==> config.mk <==
export PLATFORM = sky130hd
export DESIGN_NAME = dac_ctrl_top
export DESIGN_NICKNAME = d
export VERILOG_FILES = /design/src/source/dac_pkg.sv /design/src/source/dac_frame_if.sv /design/src/source/dac_ctrl_top.sv /design/src/source/convst_timer.sv /design/src/source/dac_shifter.sv /design/src/source/dac_sequencer.sv /design/src/source/sclk_timer.sv /design/src/source/cmd_write_slave.sv
export SDC_FILE = /design/constraint.sdc
export NUM_CORES = 1
export LEC_CHECK = 0
export BUFFER_PORTS_ARGS = -buffer_cell sky130_fd_sc_hd__buf_2
export CAP_MARGIN = 20
export CORE_AREA = 2 2 134 136
export CTS_BUF_LIST = sky130_fd_sc_hd__clkbuf_4 sky130_fd_sc_hd__clkbuf_8 sky130_fd_sc_hd__clkbuf_16
export CTS_CLUSTER_DIAMETER = 150
export DETAILED_ROUTE_END_ITERATION = 6
export DIE_AREA = 0 0 136 138
export PLACE_DENSITY = 0.74
export SETUP_SLACK_MARGIN = 0.3
export SLEW_MARGIN = 20
export SYNTH_ARGS = -nofsm -noshare
export SYNTH_HDL_FRONTEND = slang
export SYNTH_HIERARCHICAL = 1
export SYNTH_SLANG_ARGS = --single-unit
export TNS_END_PERCENT = 100
==> constraint.sdc <==
create_clock -name sys_clk -period 2.7 [get_ports sys_clk]
set_input_delay 0.54 -clock sys_clk [delete_from_list [all_inputs] [get_ports sys_clk]]
set_output_delay 0.54 -clock sys_clk [all_outputs]
set_load 0.1 [all_outputs]
==> src/source/dac_pkg.sv <==
package dac_pkg;

	//************************************************
	// AXI4-Lite command port
	//************************************************
	localparam int DATA_W = 64;                          // Write data width
	localparam int ADDR_W = 32;                          // Write address width
	localparam logic [ADDR_W-1:0] CMD_ADDR = 32'h0000_0000;

	// Write response codes
	localparam logic [1:0] RESP_OKAY   = 2'd0;
	localparam logic [1:0] RESP_SLVERR = 2'd2;

	// Command keys, one per 16-bit field
	localparam logic [15:0] MOTOR_ENABLE_KEY = 16'hEAEA; // Bits 63:48
	localparam logic [15:0] MOTOR_FWD_KEY    = 16'h1EAF; // Bits 47:32
	localparam logic [15:0] ALARM_RESET_KEY  = 16'hAAED; // Bits 15:0

	typedef logic [9:0]  voltage_t;                      // DAC code, bits 25:16
	typedef logic [23:0] dac_word_t;                     // One serial frame

	// Decoded command
	typedef struct packed {
		logic     motor_en;
		logic     motor_dir;
		logic     alarm_rst;
		voltage_t voltage;
	} cmd_t;

	//************************************************
	// DAC serial frame fields
	//************************************************
	localparam logic [3:0] DAC_CMD_WRITE = 4'd3;         // Write and update
	localparam logic [3:0] DAC_CMD_READ  = 4'd9;         // Readback request
	localparam logic [3:0] DAC_CH_ALL    = 4'd9;
	localparam logic [3:0] DAC_CH_A      = 4'd1;

	// Serial timing, in sys_clk cycles or sclk periods
	localparam int SCLK_DIV    = 5;                      // sys_clk cycles per sclk
	localparam int SCLK_HIGH   = 3;                      // sclk high for first 3 cycles
	localparam int RESET_SCLKS = 4;                      // reset_n low time
	localparam int SYNC_SCLKS  = 10;                     // sync_n high gap before a frame
	localparam int FRAME_BITS  = 24;

endpackage
==> src/source/dac_frame_if.sv <==
`timescale 1ns/1ps

// Frame request and result between sequencer and shifter
interface dac_frame_if import dac_pkg::*; ();
	logic      frame_start;  // One cycle, only with a rise tick
	dac_word_t frame_word;   // Held while the frame is sent
	logic      frame_done;   // Cycle after the last fall tick
	dac_word_t frame_rx;     // Captured sdo, first bit at the top

	modport seq (
		output frame_start,
		output frame_word,
		input  frame_done,
		input  frame_rx
	);

	modport shift (
		input  frame_start,
		input  frame_word,
		output frame_done,
		output frame_rx
	);
endinterface

==> src/source/dac_ctrl_top.sv <==
`timescale 1ns/1ps

module dac_ctrl_top import dac_pkg::*; (
	input  logic                sys_clk,
	input  logic                sys_rst,
	// AXI4-Lite write channels
	output logic                o_awready,
	input  logic                i_awvalid,
	input  logic [ADDR_W-1:0]   i_awaddr,
	output logic                o_wready,
	input  logic                i_wvalid,
	input  logic [DATA_W-1:0]   i_wdata,
	input  logic [DATA_W/8-1:0] i_wstrb,     // Whole word always written
	output logic                o_bvalid,
	output logic [1:0]          o_bresp,
	input  logic                i_bready,
	// DAC serial port
	input  logic                i_sdo,
	output logic                o_sclk,
	output logic                o_sync_n,
	output logic                o_sdin,
	output logic                o_dac_reset_n,
	output logic                o_dac_done,
	output logic                o_dac_ok,
	// Motor side
	output logic                o_motor_enable,
	output logic                o_motor_dir,
	output logic                o_alarm_reset,
	output logic                o_trig_convst
);
	cmd_t cmd_new;
	cmd_t cmd_q;         // Applied command
	logic cmd_valid;
	logic seq_busy;
	logic sclk_rise;
	logic sclk_fall;

	dac_frame_if frame ();

	// Loads one clock after B is raised
	always_ff @(posedge sys_clk) begin
		if (sys_rst)
			cmd_q <= '{motor_en: 1'b0, motor_dir: 1'b1, alarm_rst: 1'b0, voltage: '0};
		else if (cmd_valid)
			cmd_q <= cmd_new;
	end

	assign o_motor_enable = cmd_q.motor_en;
	assign o_motor_dir    = cmd_q.motor_dir;
	assign o_alarm_reset  = cmd_q.alarm_rst;

	//************************************************
	// Instances
	//************************************************
	cmd_write_slave u_slave (
		.sys_clk(sys_clk), .sys_rst(sys_rst),
		.i_awvalid(i_awvalid), .i_awaddr(i_awaddr), .o_awready(o_awready),
		.i_wvalid(i_wvalid), .i_wdata(i_wdata), .o_wready(o_wready),
		.o_bvalid(o_bvalid), .o_bresp(o_bresp), .i_bready(i_bready),
		.i_busy(seq_busy), .o_cmd(cmd_new), .o_cmd_valid(cmd_valid)
	);

	sclk_timer u_sclk (
		.sys_clk(sys_clk), .sys_rst(sys_rst),
		.o_sclk(o_sclk), .o_rise(sclk_rise), .o_fall(sclk_fall)
	);

	dac_sequencer u_seq (
		.sys_clk(sys_clk), .sys_rst(sys_rst), .i_rise(sclk_rise),
		.i_cmd(cmd_new), .i_cmd_valid(cmd_valid), .o_busy(seq_busy),
		.o_dac_reset_n(o_dac_reset_n), .o_dac_done(o_dac_done), .o_dac_ok(o_dac_ok),
		.frame(frame.seq)
	);

	dac_shifter u_shift (
		.sys_clk(sys_clk), .sys_rst(sys_rst), .i_rise(sclk_rise), .i_fall(sclk_fall),
		.i_sdo(i_sdo), .o_sync_n(o_sync_n), .o_sdin(o_sdin), .frame(frame.shift)
	);

	convst_timer u_convst (
		.sys_clk(sys_clk), .sys_rst(sys_rst), .i_enable(cmd_q.motor_en),
		.i_voltage(cmd_q.voltage), .o_trig(o_trig_convst)
	);

endmodule

==> src/source/convst_timer.sv <==
`timescale 1ns/1ps

module convst_timer import dac_pkg::*; (
	input  logic     sys_clk,
	input  logic     sys_rst,
	input  logic     i_enable,    // Motor running
	input  voltage_t i_voltage,
	output logic     o_trig       // ADC convert pulse
);
	logic [15:0] per_cnt;
	logic [15:0] term_cnt;

	// Period is voltage*64 + 1 cycles
	assign term_cnt = {i_voltage, 6'd0};

	always_ff @(posedge sys_clk) begin
		if (sys_rst || !i_enable) begin
			per_cnt <= '0;                // Restart when disabled
			o_trig  <= 1'b0;
		end else if (per_cnt == term_cnt) begin
			per_cnt <= '0;
			o_trig  <= 1'b1;
		end else begin
			per_cnt <= per_cnt + 1'b1;
			o_trig  <= 1'b0;
		end
	end

endmodule

==> src/source/dac_shifter.sv <==
`timescale 1ns/1ps

module dac_shifter import dac_pkg::*; (
	input  logic       sys_clk,
	input  logic       sys_rst,
	input  logic       i_rise,
	input  logic       i_fall,
	input  logic       i_sdo,      // DAC serial output
	output logic       o_sync_n,
	output logic       o_sdin,
	dac_frame_if.shift frame
);
	logic                          active;
	logic [$clog2(FRAME_BITS)-1:0] bit_cnt;   // Bit now on sdin
	dac_word_t                     tx_q;      // Bits still to send

	//************************************************
	// Shift out on rise ticks, DAC samples on fall
	//************************************************
	always_ff @(posedge sys_clk) begin
		if (sys_rst) begin
			active           <= 1'b0;
			bit_cnt          <= '0;
			o_sync_n         <= 1'b1;
			o_sdin           <= 1'b0;
			frame.frame_done <= 1'b0;
		end else begin
			frame.frame_done <= 1'b0;
			if (frame.frame_start) begin
				// Arrives with the rise tick of bit 23
				active   <= 1'b1;
				bit_cnt  <= '0;
				o_sync_n <= 1'b0;
				o_sdin   <= frame.frame_word[FRAME_BITS-1];
			end else if (active) begin
				if (i_rise) begin
					o_sdin  <= tx_q[FRAME_BITS-1];
					bit_cnt <= bit_cnt + 1'b1;
				end
				if (i_fall && bit_cnt == 5'(FRAME_BITS - 1)) begin
					active           <= 1'b0;   // Last bit sampled
					o_sync_n         <= 1'b1;
					o_sdin           <= 1'b0;
					frame.frame_done <= 1'b1;
				end
			end
		end
	end

	// Transmit and receive registers, one bit per rise tick
	always_ff @(posedge sys_clk) begin
		if (frame.frame_start) begin
			tx_q           <= frame.frame_word << 1;
			frame.frame_rx <= {frame.frame_rx[FRAME_BITS-2:0], i_sdo};
		end else if (active && i_rise) begin
			tx_q           <= tx_q << 1;
			frame.frame_rx <= {frame.frame_rx[FRAME_BITS-2:0], i_sdo};
		end
	end

	// Sequencer must leave the gap before a new frame
	a_start_in_gap: assert property (@(posedge sys_clk) disable iff (sys_rst)
		frame.frame_start |-> o_sync_n && !active);

endmodule

==> src/source/dac_sequencer.sv <==
`timescale 1ns/1ps

module dac_sequencer import dac_pkg::*; (
	input  logic     sys_clk,
	input  logic     sys_rst,
	input  logic     i_rise,
	input  cmd_t     i_cmd,
	input  logic     i_cmd_valid,
	output logic     o_busy,
	output logic     o_dac_reset_n,
	output logic     o_dac_done,
	output logic     o_dac_ok,
	dac_frame_if.seq frame
);
	// One-hot states
	typedef enum logic [4:0] {
		S_RESET = 5'b00001,    // DAC reset pulse
		S_IDLE  = 5'b00010,
		S_SYNC  = 5'b00100,    // sync_n gap before a frame
		S_FRAME = 5'b01000,    // Shifter busy
		S_CHECK = 5'b10000     // Compare echoed code
	} state_t;

	state_t                          state;
	logic [$clog2(SYNC_SCLKS+1)-1:0] tick_cnt;   // Rise ticks in reset or gap
	logic [1:0]                      frame_idx;  // Write, read, no-op
	voltage_t                        volt_q;

	assign o_busy = (state != S_IDLE);

	// Start on the rise tick that closes the gap
	assign frame.frame_start = (state == S_SYNC) && i_rise
		&& (tick_cnt == 4'(SYNC_SCLKS));

	//************************************************
	// Frame words, top bit first
	//************************************************
	always_comb begin
		case (frame_idx)
			2'd0:    frame.frame_word = {DAC_CMD_WRITE, DAC_CH_ALL, volt_q, 6'd0};
			2'd1:    frame.frame_word = {DAC_CMD_READ, DAC_CH_A, 10'd0, 6'd0};
			default: frame.frame_word = '0;       // No-op, clocks out the echo
		endcase
	end

	//************************************************
	// Exchange FSM
	//************************************************
	always_ff @(posedge sys_clk) begin
		if (sys_rst) begin
			state         <= S_RESET;
			tick_cnt      <= '0;
			frame_idx     <= '0;
			o_dac_reset_n <= 1'b0;
			o_dac_done    <= 1'b0;
			o_dac_ok      <= 1'b0;
		end else begin
			o_dac_done <= 1'b0;
			case (state)
				S_RESET: begin
					if (i_rise) begin
						if (tick_cnt == 4'(RESET_SCLKS)) begin
							o_dac_reset_n <= 1'b1;   // Released at a period start
							tick_cnt      <= '0;
							state         <= S_IDLE;
						end else begin
							tick_cnt <= tick_cnt + 1'b1;
						end
					end
				end
				S_IDLE: begin
					if (i_cmd_valid) begin
						frame_idx <= 2'd0;
						tick_cnt  <= '0;
						state     <= S_SYNC;
					end
				end
				S_SYNC: begin
					if (frame.frame_start)
						state <= S_FRAME;
					else if (i_rise)
						tick_cnt <= tick_cnt + 1'b1;
				end
				S_FRAME: begin
					if (frame.frame_done) begin
						tick_cnt <= '0;
						if (frame_idx == 2'd2) begin
							state <= S_CHECK;      // No-op frame was last
						end else begin
							frame_idx <= frame_idx + 1'b1;
							state     <= S_SYNC;
						end
					end
				end
				S_CHECK: begin
					o_dac_ok   <= (frame.frame_rx[11:2] == volt_q);
					o_dac_done <= 1'b1;
					state      <= S_IDLE;
				end
				default: state <= S_IDLE;
			endcase
		end
	end

	// Voltage kept for frame build and readback compare
	always_ff @(posedge sys_clk) begin
		if (state == S_IDLE && i_cmd_valid)
			volt_q <= i_cmd.voltage;
	end

	a_state_onehot: assert property (@(posedge sys_clk) disable iff (sys_rst)
		$onehot(state));

endmodule

==> src/source/sclk_timer.sv <==
`timescale 1ns/1ps

module sclk_timer import dac_pkg::*; (
	input  logic sys_clk,
	input  logic sys_rst,
	output logic o_sclk,   // Free-running serial clock
	output logic o_rise,   // First cycle of sclk high
	output logic o_fall    // First cycle of sclk low
);
	logic [$clog2(SCLK_DIV)-1:0] div_cnt;
	logic [$clog2(SCLK_DIV)-1:0] div_nxt;

	// Phase 0 .. SCLK_DIV-1, wraps
	assign div_nxt = (div_cnt == SCLK_DIV - 1) ? '0 : div_cnt + 1'b1;

	//************************************************
	// Divider and edge ticks
	//************************************************
	always_ff @(posedge sys_clk) begin
		if (sys_rst) begin
			div_cnt <= '0;
			o_sclk  <= 1'b0;
			o_rise  <= 1'b0;
			o_fall  <= 1'b0;
		end else begin
			div_cnt <= div_nxt;
			o_sclk  <= (div_nxt < SCLK_HIGH);   // High in phases 0..2
			o_rise  <= (div_nxt == 0);
			o_fall  <= (div_nxt == SCLK_HIGH);
		end
	end

endmodule

==> src/source/cmd_write_slave.sv <==
`timescale 1ns/1ps

module cmd_write_slave import dac_pkg::*; (
	input  logic              sys_clk,
	input  logic              sys_rst,
	input  logic              i_awvalid,
	input  logic [ADDR_W-1:0] i_awaddr,
	output logic              o_awready,
	input  logic              i_wvalid,
	input  logic [DATA_W-1:0] i_wdata,
	output logic              o_wready,
	output logic              o_bvalid,
	output logic [1:0]        o_bresp,
	input  logic              i_bready,
	input  logic              i_busy,     // Sequencer not idle
	output cmd_t              o_cmd,
	output logic              o_cmd_valid
);
	logic              aw_got;    // Address channel done
	logic              w_got;     // Data channel done
	logic [ADDR_W-1:0] addr_q;
	logic [DATA_W-1:0] data_q;
	logic              addr_hit;

	// Ready only when idle, nothing latched and no response pending
	assign o_awready = !aw_got && !o_bvalid && !i_busy;
	assign o_wready  = !w_got && !o_bvalid && !i_busy;
	assign addr_hit  = (addr_q == CMD_ADDR);

	//************************************************
	// Channel tracking and response
	//************************************************
	always_ff @(posedge sys_clk) begin
		if (sys_rst) begin
			aw_got      <= 1'b0;
			w_got       <= 1'b0;
			o_bvalid    <= 1'b0;
			o_bresp     <= RESP_OKAY;
			o_cmd_valid <= 1'b0;
		end else begin
			o_cmd_valid <= 1'b0;                  // Single-cycle pulse
			if (i_awvalid && o_awready)
				aw_got <= 1'b1;
			if (i_wvalid && o_wready)
				w_got <= 1'b1;
			if (aw_got && w_got) begin
				// Both halves in, launch B
				aw_got      <= 1'b0;
				w_got       <= 1'b0;
				o_bvalid    <= 1'b1;
				o_bresp     <= addr_hit ? RESP_OKAY : RESP_SLVERR;
				o_cmd_valid <= addr_hit;
			end else if (o_bvalid && i_bready) begin
				o_bvalid <= 1'b0;
			end
		end
	end

	// Latched address, data and decoded keys
	always_ff @(posedge sys_clk) begin
		if (i_awvalid && o_awready)
			addr_q <= i_awaddr;
		if (i_wvalid && o_wready)
			data_q <= i_wdata;
		if (aw_got && w_got) begin
			o_cmd.motor_en  <= (data_q[63:48] == MOTOR_ENABLE_KEY);
			o_cmd.motor_dir <= (data_q[47:32] == MOTOR_FWD_KEY);
			o_cmd.alarm_rst <= (data_q[15:0] == ALARM_RESET_KEY);
			o_cmd.voltage   <= data_q[25:16];
		end
	end

	// Response held until the master takes it
	a_bvalid_hold: assert property (@(posedge sys_clk) disable iff (sys_rst)
		o_bvalid && !i_bready |=> o_bvalid);

endmodule

After elaboration in Yosys (flattened, before gate mapping)
Cells that the tools add are included.
Storage, ports and cells
  flip-flop bits (word level): 219
Cells by class
  $add $sub $neg: 5
  reduce and logical (&&, ||, !) cells: 41
  muxes and demuxes: 40
  equal/unequal tests: 26
  bitwise operators: 2
  $lt $le $gt $ge: 1
Operators with widths (count)
  $mux W24: 2
  $pmux W24 S2: 1
  $eq A16 B16 Y1 const B: 2
  $logic_not A32 Y1: 1
  $mux W5: 6
  $mux W12: 2
  $mux W4: 6
  $pmux W5 S4: 1
  $add A16 B1 Y16 const B: 1
  $eq A16 B13 Y1 const B: 1
  $eq A16 B16 Y1: 1
  $pmux W4 S4: 1
  $mux W1: 15
  $logic_and A1 B1 Y1: 13
  $ne A2 B2 Y1 const B: 6
  $eq A10 B10 Y1: 1
  $eq A5 B5 Y1 const B: 2
  $reduce_bool A2 Y1: 5
  $mux W2: 4
  $reduce_or A2 Y1: 4
  $reduce_and A2 Y1: 3
  $reduce_and A6 Y1: 1
  $add A5 B1 Y5 const B: 1
  $eq A5 B1 Y1 const B: 1
  28 further kinds: 34

Logic depth before layout (Yosys ltp)
  depth in word-level cells: 5
  gate-level depth with buffers: 9

Cells and area by module
The synthesis kept the hierarchy.
Modules (own cells, without submodules)
  cmd_write_slave: times used 1, sequential area each 3193.1 µm², cells each 155, area each 3513.4 µm²
  dac_shifter: times used 1, sequential area each 1591.5 µm², cells each 116, area each 2072.0 µm²
  dac_sequencer: times used 1, sequential area each 580.6 µm², cells each 154, area each 1481.4 µm²
  convst_timer: times used 1, sequential area each 340.3 µm², cells each 99, area each 878.3 µm²
  dac_ctrl_top: times used 1, sequential area each 260.2 µm², cells each 42, area each 476.7 µm²
  sclk_timer: times used 1, sequential area each 120.1 µm², cells each 25, area each 264.0 µm²

Worst setup path before layout
Ideal clock, no wire load.
  kind: register -> register
  start point: reg u_seq.state[0]
  end point: reg u_slave.data_q[0] (enable)
  required time: 2.279 ns
  stages on the path, launching flop included: 6
  path buffers: 1
  period minus slack after synthesis: 5.022 ns
  data arrival time: 4.601 ns
  setup slack: -2.322 ns
  cell sequence: dfxtp_1 buf_6 nor4_1 nand2_1 nor3_1 and2_1
On the way
  cells in the longest elaborated chain, start to end: 4
RTL lines
  start: declaration: line dac_sequencer.sv:24  | state_t state;
  start signal: assignment: line dac_sequencer.sv:51  | state <= S_RESET;
  start signal: assignment: line dac_sequencer.sv:65  | state <= S_IDLE;
  start signal: assignment: line dac_sequencer.sv:75  | state <= S_SYNC;
  $ne A5 B2 Y1: line dac_sequencer.sv:29  | assign o_busy = (state != S_IDLE);
  net seq_busy: line dac_ctrl_top.sv:34  | logic seq_busy;
  $logic_not A1 Y1: line cmd_write_slave.sv:27  | assign o_wready = !w_got && !o_bvalid && !i_busy;
  $logic_and A1 B1 Y1: line cmd_write_slave.sv:27
  net o_wready: line dac_ctrl_top.sv:10  | output logic o_wready,
  $logic_and A1 B1 Y1: line cmd_write_slave.sv:63  | if (i_wvalid && o_wready)
  end signal: assignment: line cmd_write_slave.sv:64  | data_q <= i_wdata;
  end: declaration: line cmd_write_slave.sv:22  | logic [DATA_W-1:0] data_q;
The timed path passes the listed nets, and every way through them passes these cells.
A chain may end at the register's enable or synchronous reset.

Worst setup path after layout
  start point: reg u_seq.state[4]
  end point: out o_awready
On the way
  cells in the longest elaborated chain, start to end: 3
RTL lines
  $ne A5 B2 Y1: line dac_sequencer.sv:29
  net seq_busy: line dac_ctrl_top.sv:34
  $logic_not A1 Y1: line cmd_write_slave.sv:26  | assign o_awready = !aw_got && !o_bvalid && !i_busy;
  $logic_and A1 B1 Y1: line cmd_write_slave.sv:26
  end: declaration: line dac_ctrl_top.sv:7  | output logic o_awready,
The timed path passes the listed nets, and every way through them passes these cells.

==> flow_summary.json <==
{
  "status": "completed",
  "met1_usage_pct": 20.69,
  "cap_violations": 0,
  "start_util_pct": 47.48,
  "synth_area_mm2": 0.008325,
  "fp.dieW_um": 136,
  "clock_latency_ns": 0.50,
  "first_pass_iters": 4,
  "drc_errors": 0,
  "r2r_cells": 5,
  "cts_tree": "done",
  "start_kind": "flop",
  "powerDensity_mw_per_mm2": 734.8,
  "ant_nets": 0,
  "max-vdd-ir-drop_uv": 543.6,
  "holdPathStages": 1,
  "routed_via_density": 5.144,
  "r2r_slack_ns": 0.50,
  "clock_sinks": 212,
  "drt_iter0_drc": 303,
  "top_usage_layer": "met2",
  "cts_root_buf": "clkbuf_16",
  "clk_pin_slew_ns": 0.06,
  "fp-row-count": 49,
  "min_path_type": "in2reg",
  "whs_endpoint": "u_slave/addr_q[7]$_DFFE_PP_",
  "cp_slowest_cell": "dfxtp_4",
  "layout_common_cells": "edfxtp_1 (148), buf_2 (107), dfxtp_1 (59)",
  "wl_um": 14840,
  "hold_viol_final": 0,
  "period_share_pct": 88.58,
  "placed_area_mm2": 0.009092,
  "relSlewSlack_pct": 54.18,
  "layout-drive-gt1-share_pct": 29.83,
  "end_kind": "primary output",
  "fin_tns_setup_ns": 0,
  "rsz0062_at_grt": "yes",
  "place.gp.congestion": 0.8382,
  "crit_path_max_fanout": 7,
  "min-delay-start": "i_awaddr[7]",
  "die_y_um": 138,
  "crit_family": "simple AND/OR/NAND/NOR gates",
  "cts_buffers": 23,
  "worst_r2r_endpoint": "u_shift/tx_q[14]$_DFFE_PP_",
  "grt_antenna_before_repair": 0,
  "maxSlewViolCount": 0,
  "port_buffers": 109,
  "fmax_mhz": 418.1,
  "die_area_mm2": 0.01877,
  "postLayoutCellArea_mm2": 0.01009,
  "min_period_ns": 2.392,
  "worst_ep_arrival_time_ns": 1.85,
  "grt_pass1_vias": 5220,
  "setup_viol": 0,
  "leakage_uw": 0.003484,
  "cp_num_buf_inv": 1,
  "postSynthCellCount": 579,
  "io_pins": 125,
  "worst_pin_slew_ns": 0.6857,
  "gr-usage-met2_pct": 27.48,
  "cpPeakStageDelay_ns": 0.37,
  "coreArea_mm2": 0.01753,
  "place.detailed.hpwl_um": 10280,
  "antenna_cells": 0,
  "clk_path_buf_depth": 3,
  "routedWlPerCell_um": 15.57,
  "globalRouteTotalUtil_pct": 16.35,
  "finClkSkew_ns": 0.01070,
  "overflow": 0,
  "use_met3_pct": 3.924,
  "cp.required_ns": 2.16,
  "post-route-util_pct": 57.52,
  "syn_avg_cell_area_um2": 14.38,
  "htree_num_levels": 1,
  "via_count": 4902,
  "critPathKind": "reg2out",
  "grt_max_degree": 36,
  "fin_nets": 830,
  "r2r-start": "u_seq/state[3]$_SDFFE_PP0P_",
  "ys.warnings.count": 6,
  "synthToLayoutAreaGrowth_pct": 21.14,
  "grt_pass1_wl_um": 24830,
  "final_common_cell": "edfxtp_1",
  "worstPathCellList": "nor4_4 > nand2_2 > nor3_4 > buf_12"
}
[registers in the layout, indices dropped and copies added, names as in the netlist, 10 cells and up]
name / count
u_slave/o_cmd: 13
u_convst/per_cnt: 16
u_slave/data_q: 58
cmd_q: 10
u_shift/frame.frame_rx: 12
u_shift/tx_q: 23
u_slave/addr_q: 32
u_seq/volt_q: 10
[final cells by class]
cell class / count / area (µm²)
fillers: 1392 / 7448
flip-flops and latches: 212 / 5737
multi-input cells: 330 / 2395
repair buffers: 124 / 713.2
clock buffers: 31 / 706.9
well taps: 229 / 286.5
clock inverters: 11 / 187.7
inverters: 16 / 60.06
[worst max path at each step]
stage	slack (ns)	end	depth (start not counted)	startpoint
after floorplan	-0.02	u_slave/data_q[0]$_DFFE_PP_	5	u_seq/state[0]$_SDFFE_PP1P_
after global placement	0.51	u_shift/tx_q[17]$_DFFE_PP_	5	u_seq/state[3]$_SDFFE_PP0P_
after detailed placement	0.45	u_shift/tx_q[14]$_DFFE_PP_	5	u_seq/state[3]$_SDFFE_PP0P_
after CTS	0.30	o_awready	4	u_seq/state[0]$_SDFFE_PP1P_
after global routing	0.24	o_awready	4	u_seq/state[4]$_SDFFE_PP0P_
final	0.31	o_awready	4	u_seq/state[4]$_SDFFE_PP0P_
[routing by layer]
layer	up-vias	routed length, µm
li1	2380	-
met4	0	234
met5	-	0
met2	163	7468
met1	2341	6171
met3	18	964
[metrics by stage]
step | hold slack [ns] | setup slack, ns | std cells | power (µW)
2_1_floorplan | 0.4003 | -0.01608 | 587 | 3813
3_3_place_gp | 0.4048 | 0.5124 | 903 | 3895
3_5_place_dp | 0.4066 | 0.4509 | 903 | 3922
4_1_cts | 0.1959 | 0.3037 | 947 | 7469
5_1_grt | 0.1920 | 0.2439 | 953 | 7649
6_report | 0.2149 | 0.3082 | 953 | 7411
[where the power goes]
group / total, µW / switching (µW) / internal, µW
combinational: 323 / 186 / 137
sequential: 3540 / 43.6 / 3500
clock: 3550 / 1230 / 2320
total: 7410 / 1460 / 5950
[worst reg2reg max path, delay by kind of cell (launching register included)]
family | cells | cell delay (ns)
AND/OR/NAND/NOR | 3 | 0.93
flip-flops | 1 | 0.39
multiplexers | 1 | 0.36
buffers and inverters | 1 | 0.27
[timing repair]
action                                  4_1_cts  5_1_grt
hold buffers                                  0        0
endpoints found under the setup margin        2        2
setup buffers                                 2        6
pin swaps                                     1        2
endpoints found under the hold margin         0        0
resized for setup                             8        5
Note: power is estimated with default switching activity, not from simulation.
